$ cat src/include/fft2d_params.svh
`ifndef FFT2D_PARAMS_SVH
`define FFT2D_PARAMS_SVH

// frame is FFT2D_POINTS x FFT2D_POINTS complex samples
`define FFT2D_POINTS 4

// part widths per stage
`define FFT2D_IN_W 16

// row pass adds 2 bits of growth
`define FFT2D_ROW_W 18

// column pass adds 2 more
`define FFT2D_COL_W 20

`endif
$ cat src/source/fft2d_pkg.sv
`include "fft2d_params.svh"

package fft2d_pkg;

  // im in the upper half, re in the lower half of each word
  typedef struct packed {
    logic signed [`FFT2D_IN_W-1:0] im;   // imaginary part
    logic signed [`FFT2D_IN_W-1:0] re;   // real part
  } cplx_in_t;

  typedef struct packed {
    logic signed [`FFT2D_ROW_W-1:0] im;  // after row pass
    logic signed [`FFT2D_ROW_W-1:0] re;
  } cplx_row_t;

  typedef struct packed {
    logic signed [`FFT2D_COL_W-1:0] im;  // after column pass
    logic signed [`FFT2D_COL_W-1:0] re;
  } cplx_col_t;

  // element n sits at index n
  typedef cplx_in_t  [`FFT2D_POINTS-1:0] vec_in_t;   // one input row
  typedef cplx_row_t [`FFT2D_POINTS-1:0] vec_row_t;  // row or column of R
  typedef cplx_col_t [`FFT2D_POINTS-1:0] vec_col_t;  // one output column

endpackage

$ cat src/source/corner_turn_buffer.sv
`include "fft2d_params.svh"

// bank and index controls between fft2d_ctrl and the buffer
interface ct_if;
  logic                             wr_en;    // store one row vector
  logic                             wr_bank;
  logic [$clog2(`FFT2D_POINTS)-1:0] wr_row;
  logic                             rd_bank;
  logic [$clog2(`FFT2D_POINTS)-1:0] rd_col;   // column presented on rd_data

  modport ctrl (output wr_en, wr_bank, wr_row, rd_bank, rd_col);
  modport mem  (input  wr_en, wr_bank, wr_row, rd_bank, rd_col);
endinterface

module corner_turn_buffer (
  input  logic                clk,
  input  logic                arst_n,
  ct_if.mem                   ct,
  input  fft2d_pkg::vec_row_t wr_data,
  output fft2d_pkg::vec_row_t rd_data
);

  // two banks of POINTS rows by POINTS columns
  fft2d_pkg::cplx_row_t mem [2][`FFT2D_POINTS][`FFT2D_POINTS];

  logic wr_ok;

  assign wr_ok = ct.wr_en && arst_n;  // no writes while held in reset

  // whole row in one edge
  always_ff @(posedge clk)
  begin
    if (wr_ok)
    begin
      for (int c = 0; c < `FFT2D_POINTS; c++)
        mem[ct.wr_bank][ct.wr_row][c] <= wr_data[c];
    end
  end

  // corner turn, element rd_col of every row in rd_bank
  always_comb
  begin
    for (int r = 0; r < `FFT2D_POINTS; r++)
      rd_data[r] = mem[ct.rd_bank][r][ct.rd_col];  // row r becomes element r
  end

endmodule

$ cat src/source/fft2d_top.sv
`include "fft2d_params.svh"

module fft2d_top (
  input  logic                          clk,
  input  logic                          arst_n,
  input  logic                          in_valid,
  output logic                          in_ready,
  input  logic signed [`FFT2D_IN_W-1:0]  in_re,
  input  logic signed [`FFT2D_IN_W-1:0]  in_im,
  output logic                          out_valid,
  input  logic                          out_ready,
  output logic signed [`FFT2D_COL_W-1:0] out_re,
  output logic signed [`FFT2D_COL_W-1:0] out_im,
  output logic                          out_last
);

  fft2d_pkg::cplx_in_t  in_sample;
  logic                 g_valid;     // gathered row
  logic                 g_ready;
  fft2d_pkg::vec_in_t   g_vec;
  logic                 r_valid;     // row fft result
  logic                 r_ready;
  fft2d_pkg::vec_row_t  r_vec;
  logic                 c_in_valid;  // column out of the buffer
  logic                 c_in_ready;
  fft2d_pkg::vec_row_t  ct_rd_data;
  logic                 c_valid;     // column fft result
  logic                 c_ready;
  fft2d_pkg::vec_col_t  c_vec;
  fft2d_pkg::cplx_col_t o_sample;

  ct_if ct_bus ();

  assign in_sample.re = in_re;
  assign in_sample.im = in_im;
  assign out_re       = o_sample.re;
  assign out_im       = o_sample.im;

  row_gather gather_i (.clk(clk), .arst_n(arst_n),
    .in_valid(in_valid), .in_ready(in_ready), .in_sample(in_sample),
    .vec_valid(g_valid), .vec_ready(g_ready), .vec_data(g_vec));

  fft4_core #(.in_t(fft2d_pkg::cplx_in_t), .out_t(fft2d_pkg::cplx_row_t)) row_fft_i (
    .clk(clk), .arst_n(arst_n),
    .in_valid(g_valid), .in_ready(g_ready), .in_vec(g_vec),
    .out_valid(r_valid), .out_ready(r_ready), .out_vec(r_vec));

  fft2d_ctrl ctrl_i (.clk(clk), .arst_n(arst_n),
    .row_valid(r_valid), .row_ready(r_ready),
    .col_valid(c_in_valid), .col_ready(c_in_ready), .ct(ct_bus));

  corner_turn_buffer ctb_i (.clk(clk), .arst_n(arst_n), .ct(ct_bus),
    .wr_data(r_vec), .rd_data(ct_rd_data));  // row in, column out

  fft4_core #(.in_t(fft2d_pkg::cplx_row_t), .out_t(fft2d_pkg::cplx_col_t)) col_fft_i (
    .clk(clk), .arst_n(arst_n),
    .in_valid(c_in_valid), .in_ready(c_in_ready), .in_vec(ct_rd_data),
    .out_valid(c_valid), .out_ready(c_ready), .out_vec(c_vec));

  sample_serializer ser_i (.clk(clk), .arst_n(arst_n),
    .vec_valid(c_valid), .vec_ready(c_ready), .vec_data(c_vec),
    .out_valid(out_valid), .out_ready(out_ready), .out_sample(o_sample),
    .out_last(out_last));

endmodule

$ cat src/source/sample_serializer.sv
`include "fft2d_params.svh"

module sample_serializer (
  input  logic                 clk,
  input  logic                 arst_n,
  input  logic                 vec_valid,
  output logic                 vec_ready,
  input  fft2d_pkg::vec_col_t  vec_data,
  output logic                 out_valid,
  input  logic                 out_ready,
  output fft2d_pkg::cplx_col_t out_sample,
  output logic                 out_last
);

  localparam int IW   = $clog2(`FFT2D_POINTS);
  localparam int LAST = `FFT2D_POINTS - 1;

  fft2d_pkg::vec_col_t vec_q;      // column being sent
  logic                full;       // vec_q holds unsent samples
  logic [IW-1:0]       elem;       // k1 of current sample
  logic [IW-1:0]       vcnt;       // k2, vectors done in frame
  logic                last_elem;
  logic                out_fire;

  assign last_elem  = (elem == IW'(LAST));
  assign out_valid  = full;
  assign out_sample = vec_q[elem];
  assign out_last   = full && last_elem && (vcnt == IW'(LAST));  // 16th sample
  assign out_fire   = out_valid && out_ready;
  // reload on the final sample so there is no bubble
  assign vec_ready  = !full || (out_ready && last_elem);

  always_ff @(posedge clk or negedge arst_n)
  begin
    if (!arst_n)
    begin
      full <= 1'b0;
      elem <= '0;
      vcnt <= '0;
    end
    else
    begin
      if (vec_valid && vec_ready)
        full <= 1'b1;
      else if (out_fire && last_elem)
        full <= 1'b0;  // emptied, nothing waiting
      if (out_fire)
      begin
        elem <= last_elem ? '0 : elem + 1'b1;
        if (last_elem)
          vcnt <= (vcnt == IW'(LAST)) ? '0 : vcnt + 1'b1;  // next frame
      end
    end
  end

  always_ff @(posedge clk)
  begin
    if (vec_valid && vec_ready)
      vec_q <= vec_data;
  end

endmodule

$ cat src/source/fft2d_ctrl.sv
`include "fft2d_params.svh"

module fft2d_ctrl (
  input  logic clk,
  input  logic arst_n,
  input  logic row_valid,  // row fft output valid
  output logic row_ready,
  output logic col_valid,  // column fft input valid
  input  logic col_ready,
  ct_if.ctrl   ct
);

  localparam int IW   = $clog2(`FFT2D_POINTS);
  localparam int LAST = `FFT2D_POINTS - 1;

  logic [1:0]    full;     // per-bank full flag
  logic          wr_bank;  // bank taking rows
  logic [IW-1:0] wr_row;
  logic          rd_bank;  // bank giving columns
  logic [IW-1:0] rd_col;
  logic          row_fire;
  logic          row_done; // last row of a bank written
  logic          col_fire;
  logic          col_done; // last column of a bank read

  // rows only go into a free bank
  assign row_ready = !full[wr_bank];
  assign row_fire  = row_valid && row_ready;
  assign row_done  = row_fire && (wr_row == IW'(LAST));

  // columns only come from a full bank
  assign col_valid = full[rd_bank];
  assign col_fire  = col_valid && col_ready;
  assign col_done  = col_fire && (rd_col == IW'(LAST));

  assign ct.wr_en   = row_fire;
  assign ct.wr_bank = wr_bank;
  assign ct.wr_row  = wr_row;
  assign ct.rd_bank = rd_bank;
  assign ct.rd_col  = rd_col;

  // set and clear never hit the same bank in one cycle
  always_ff @(posedge clk or negedge arst_n)
  begin
    if (!arst_n)
      full <= '0;
    else
    begin
      if (row_done)
        full[wr_bank] <= 1'b1;  // bank handed to column side
      if (col_done)
        full[rd_bank] <= 1'b0;  // bank free for rows again
    end
  end

  // write side
  always_ff @(posedge clk or negedge arst_n)
  begin
    if (!arst_n)
    begin
      wr_bank <= 1'b0;
      wr_row  <= '0;
    end
    else if (row_fire)
    begin
      if (row_done)
      begin
        wr_row  <= '0;
        wr_bank <= ~wr_bank;  // ping-pong
      end
      else
        wr_row <= wr_row + 1'b1;
    end
  end

  // read side
  always_ff @(posedge clk or negedge arst_n)
  begin
    if (!arst_n)
    begin
      rd_bank <= 1'b0;
      rd_col  <= '0;
    end
    else if (col_fire)
    begin
      if (col_done)
      begin
        rd_col  <= '0;
        rd_bank <= ~rd_bank;  // follow the writer
      end
      else
        rd_col <= rd_col + 1'b1;
    end
  end

endmodule

$ cat src/source/fft4_core.sv
`include "fft2d_params.svh"

module fft4_core #(
  parameter type in_t  = fft2d_pkg::cplx_in_t,
  parameter type out_t = fft2d_pkg::cplx_row_t
) (
  input  logic                     clk,
  input  logic                     arst_n,
  input  logic                     in_valid,
  output logic                     in_ready,
  input  in_t  [`FFT2D_POINTS-1:0] in_vec,
  output logic                     out_valid,
  input  logic                     out_ready,
  output out_t [`FFT2D_POINTS-1:0] out_vec
);

  localparam int OW = $bits(out_t) / 2;  // output part width

  logic signed [OW-1:0] xr [`FFT2D_POINTS];  // sign-extended inputs
  logic signed [OW-1:0] xi [`FFT2D_POINTS];
  logic signed [OW-1:0] ar;  // x0 + x2
  logic signed [OW-1:0] ai;
  logic signed [OW-1:0] br;  // x1 + x3
  logic signed [OW-1:0] bi;
  logic signed [OW-1:0] cr;  // x0 - x2
  logic signed [OW-1:0] ci;
  logic signed [OW-1:0] dr;  // x1 - x3
  logic signed [OW-1:0] di;
  out_t [`FFT2D_POINTS-1:0] y;  // unregistered result

  always_comb
  begin
    for (int n = 0; n < `FFT2D_POINTS; n++)
    begin
      xr[n] = in_vec[n].re;  // signed field widens with sign
      xi[n] = in_vec[n].im;
    end
    ar = xr[0] + xr[2];
    ai = xi[0] + xi[2];
    br = xr[1] + xr[3];
    bi = xi[1] + xi[3];
    cr = xr[0] - xr[2];
    ci = xi[0] - xi[2];
    dr = xr[1] - xr[3];
    di = xi[1] - xi[3];
    y[0].re = ar + br;  // DC bin
    y[0].im = ai + bi;
    y[1].re = cr + di;  // c - j*d
    y[1].im = ci - dr;
    y[2].re = ar - br;  // alternating signs
    y[2].im = ai - bi;
    y[3].re = cr - di;  // c + j*d
    y[3].im = ci + dr;
  end

  // one stage of buffering, full rate when drained every cycle
  assign in_ready = !out_valid || out_ready;

  always_ff @(posedge clk or negedge arst_n)
  begin
    if (!arst_n)
      out_valid <= 1'b0;
    else if (in_valid && in_ready)
      out_valid <= 1'b1;
    else if (out_ready)
      out_valid <= 1'b0;  // drained with nothing behind it
  end

  always_ff @(posedge clk)
  begin
    if (in_valid && in_ready)
      out_vec <= y;       // held while out_ready is low
  end

endmodule

$ cat src/source/row_gather.sv
`include "fft2d_params.svh"

module row_gather (
  input  logic                 clk,
  input  logic                 arst_n,
  input  logic                 in_valid,
  output logic                 in_ready,
  input  fft2d_pkg::cplx_in_t  in_sample,
  output logic                 vec_valid,
  input  logic                 vec_ready,
  output fft2d_pkg::vec_in_t   vec_data
);

  localparam int IW   = $clog2(`FFT2D_POINTS);
  localparam int LAST = `FFT2D_POINTS - 1;

  logic [IW-1:0]      pos;       // column index of next sample
  logic               in_fire;
  logic               row_done;  // fourth sample of a row taken
  fft2d_pkg::vec_in_t vec_q;     // shift register

  // keep taking samples while the waiting vector leaves this cycle
  assign in_ready = arst_n && (!vec_valid || vec_ready);  // closed in reset
  assign in_fire  = in_valid && in_ready;
  assign row_done = in_fire && (pos == IW'(LAST));
  assign vec_data = vec_q;

  always_ff @(posedge clk or negedge arst_n)
  begin
    if (!arst_n)
    begin
      pos       <= '0;
      vec_valid <= 1'b0;
    end
    else
    begin
      if (in_fire)
        pos <= row_done ? '0 : pos + 1'b1;  // wrap per row
      if (row_done)
        vec_valid <= 1'b1;                  // full row ready next cycle
      else if (vec_ready)
        vec_valid <= 1'b0;                  // taken downstream
    end
  end

  // new sample enters at the top, sample 0 ends at index 0
  always_ff @(posedge clk)
  begin
    if (in_fire)
      vec_q <= {in_sample, vec_q[`FFT2D_POINTS-1:1]};
  end

endmodule

$ cat config.mk
export PLATFORM = sky130hd
export DESIGN_NAME = fft2d_top
export DESIGN_NICKNAME = d
export VERILOG_FILES = /design/src/source/fft2d_pkg.sv /design/src/source/corner_turn_buffer.sv /design/src/source/fft2d_top.sv /design/src/source/sample_serializer.sv /design/src/source/fft2d_ctrl.sv /design/src/source/fft4_core.sv /design/src/source/row_gather.sv
export VERILOG_INCLUDE_DIRS = /design/src /design/src/include
export SDC_FILE = /design/constraint.sdc
export NUM_CORES = 2
export LEC_CHECK = 0
export BUFFER_PORTS_ARGS = -buffer_cell sky130_fd_sc_hd__buf_4
export CAP_MARGIN = 20
export CORE_AREA = 2 2 535 537
export DETAILED_ROUTE_END_ITERATION = 12
export DIE_AREA = 0 0 537 539
export REMOVE_ABC_BUFFERS = 1
export SYNTH_ARGS = -nofsm -noshare
export SYNTH_HDL_FRONTEND = slang
export SYNTH_HIERARCHICAL = 1
export SYNTH_SLANG_ARGS = --single-unit
$ cat constraint.sdc
create_clock -name clk -period 11 [get_ports clk]
set_input_delay 1.65 -clock clk [delete_from_list [all_inputs] [get_ports clk]]
set_output_delay 1.65 -clock clk [all_outputs]
set_load 0.005 [all_outputs]
==> results.md <==
* Cell area after placement at between 100000 and 150000 sq um
* Fin. max-slew vios at 0
* DIE WIDTH at between 500 and 600 um
* Setup_tns at 0 ns
* Commonest non-fill, non-tap cell in the layout: edfxtp_1
* Routability Congestion at just under 1
* Starting density of the core at 33.82%
* Max-slew headroom at 12.73%
* DRT Pass-1 Iters at 6
* Share of synthesized registers carrying an async set or reset at 1.026%
* Clock transition at the registers of the reported paths at around 0.060 ns
* Final hold slack at between 0.4 and 0.5 ns
* CP Cell Sequence: buf_12 > buf_4 > mux4_2 > mux2_2 > ha_1 > or3_1 > nor4_1 > a21oi_1 > a21oi_1 > nor2_1 > xnor2_1 > ha_1 > inv_1 > o21bai_1 > or2_2 > o22ai_1 > mux2i_1 > o2111ai_1
* Period minus WS final at 7.538 ns
* Status: finished clean
* CP Launch Type: flip-flop
* Via/cell ratio at 5.355
* DIE HEIGHT at ~540 um
* Core Area at about 280000 sq um
* Dominant synthesized flop cell: edfxtp_1
* CTS HTree Levels at 4
* Remaining global-route overflow at 0
* Global-route wire length before repair at roughly 380000 um
* Clk buf depth at 4
* Port Buffer Count at 78
* Most frequent cells in the layout: edfxtp_1 (1736), mux2_2 (586), ha_1 (565)
* Yosys reg bits at between 1500 and 2000
* CTS tree: yes
* Vias in the first global route at 58000
* Area growth syn-to-layout at 10.17%
* CTS Buf Count at between 150 and 200
* Die ar. at between 200000 and 300000 sq um
* Via count at 57960
* Crit. End Element: flip-flop
* Nets at ~7600
* Period utilization at 68.52%
* Ys Warns at 6
* Final Skew at approximately 0.094 ns
* Cell variety after synth at about 110
* # hold bufs at CTS at 0
* Register area share after synthesis at a little over half
* Max Cap Viol at 0
* Post-DP HPWL at ~180000 um
* Pin count of the biggest net entering global routing at 149
* Setup Fix Bufs, Post-CTS at 0
* RR Startpoint: ctrl_i/ct.rd_bank
* Skew-Pair Late Insertion Delay at between 0.8 and 0.9 ns
* Syn avg cell area at 13.75 sq um
* Crit-path max FO at between 80 and 90
* Max Freq at around 130 MHz
* Critical Path RT at ~12 ns
* Hold WC Path Type: flip-flop to flip-flop
* Fin. Hold Viols at 0
* Antenna-violating nets left at 0
* Number of flops mapped to enable cells by yosys at 1736
* Number of core rows at between 150 and 200
* Detailed Route WL at 256900 um
* Synthesized cell area at 96030 sq um
* Root Buffer: clkbuf_16
* Finished layout cell area at about 110000 sq um
* Worst-margin pin slew at roughly 1.3 ns
* Slowest-stage cell, CP: dfrtp_4
* DRC at 0
* Setup crit start: ctrl_i/ct.rd_bank
* Endpoints failing setup at 0
* Iter 0 DRT Violations at roughly 5400
* Initial antenna violation count at 12
* Post-CTS sizing at 0
* Filler cells at approximately 27000
* Num ports at 79
* Antenna cells at 0
* Drt wl/cell at ~24 um
* CTS Sinks at between 1500 and 2000
* Syn Inst Count at between 6000 and 7000
* Share of cells above drive strength 1 at between 10% and 20%
* RSZ-0062 raised after global routing: false
* Critical path's largest stage delay at roughly 0.79 ns
* Gr usage total at 17.36%
* Worst EP arrival at slightly above 8 ns
* Hold Startpoint: col_fft_i/out_vec[16]
* Kind of critical path: flip-flop to flip-flop
==> worst paths after layout <==
path	end	slack, ns	cells after the start
max	col_fft_i/out_vec[37]	3.46	18
min	ser_i/vec_q[16]	0.41	0
max reg2reg	col_fft_i/out_vec[37]	3.46	18
min reg2reg	ser_i/vec_q[16]	0.41	0
max in group asynchronous	ctrl_i/ct.rd_bank	9.98	1
min in group asynchronous	row_fft_i/out_valid	0.68	1
==> stage by stage <==
step / utilization [%] / worst slack [ns] / std cells
finish: 37.25 / 3.462 / 10820
global route: 37.25 / 3.092 / 10820
CTS: 37.25 / 3.422 / 10820
detailed placement: 35.23 / 3.471 / 10500
global placement: 35.23 / 3.475 / 10500
floorplan: - / -7.789 / 6614
==> state kept, by name (all words and copies together), names as in the netlist, 2 cells and up <==
register	count
col_fft_i/out_vec	156
ctb_i/mem	1152
row_fft_i/out_vec	140
ser_i/vec_q	160
ser_i/elem	2
ctrl_i/ct.wr_row	2
gather_i/vec_data	128
gather_i/pos	2
ctrl_i/ct.rd_col	2
ser_i/vcnt	2
ctrl_i/full	2
==> synth_stat cells (38+ instances only) <==
cell / count / area share, %
o21bai_1: 86 / 0.67
inv_1: 499 / 2.0
nand3_1: 67 / 0.35
a21oi_1: 375 / 2.0
xor2_1: 112 / 1.0
clkbuf_1: 212 / 0.83
nor2_1: 445 / 1.7
mux4_2: 326 / 7.6
nor3_1: 125 / 0.65
xnor2_1: 359 / 3.3
o21a_1: 38 / 0.30
o211ai_1: 44 / 0.34
ha_1: 565 / 7.4
nand2_1: 140 / 0.55
a21o_1: 70 / 0.55
mux2_2: 586 / 6.9
nand2b_1: 80 / 0.52
edfxtp_1: 1736 / 54
buf_2: 90 / 0.47
or3_1: 38 / 0.25
nor2b_1: 92 / 0.60
o21ai_0: 174 / 0.91
==> cells by family (layout without fill, tap and decap cells) <==
logic type	after synthesis	count (layout)	synth area share, %
AO/OA/AOI/OAI	1176	1176	8.214
XOR/XNOR	471	471	4.296
adder cells (fa/ha/maj)	597	597	8.029
buffers and inverters	877	952	3.868
flip-flops	1754	1754	54.75
multiplexers	925	925	14.70
AND/OR/NAND/NOR	1186	1186	6.142
==> worst max-delay path, delay by kind of cell, from the launching register on <==
| family | cells | cell delay [ns] |
|---|---|---|
| adders and majority gates | 2 | 0.86 |
| xor gates and xnor gates | 1 | 0.28 |
| and+or+nand+nor | 4 | 1.64 |
| AOI/OAI and AO/OA | 5 | 1.09 |
| buffers and inverters | 3 | 1.29 |
| muxes | 3 | 1.16 |
| DFF | 1 | 0.79 |
==> per-layer routing <==
metal	routed length, um	global-route usage [%]	vias to the layer above
met5	0	0	-
met4	8484	5.489	0
met3	14000	1.950	368
met2	116500	27.17	1818
met1	117900	25.10	29590
li1	-	-	26180
==> area by class of cell <==
class | instances | area [sq um] | area share, %
sequential | 1754 | 52590 | 49.71
clock buffer | 222 | 4875 | 4.608
clock inverter | 105 | 864.6 | 0.8172
timing repair buffer | 120 | 1039 | 0.9816
tap | 3762 | 4707 | 4.449
multi-input combinational | 4355 | 39820 | 37.64
inverter | 505 | 1896 | 1.792
Power is left out: the tool's default activity adds up to more than one toggle a clock period on the data nets, which glitch-free logic cannot reach.
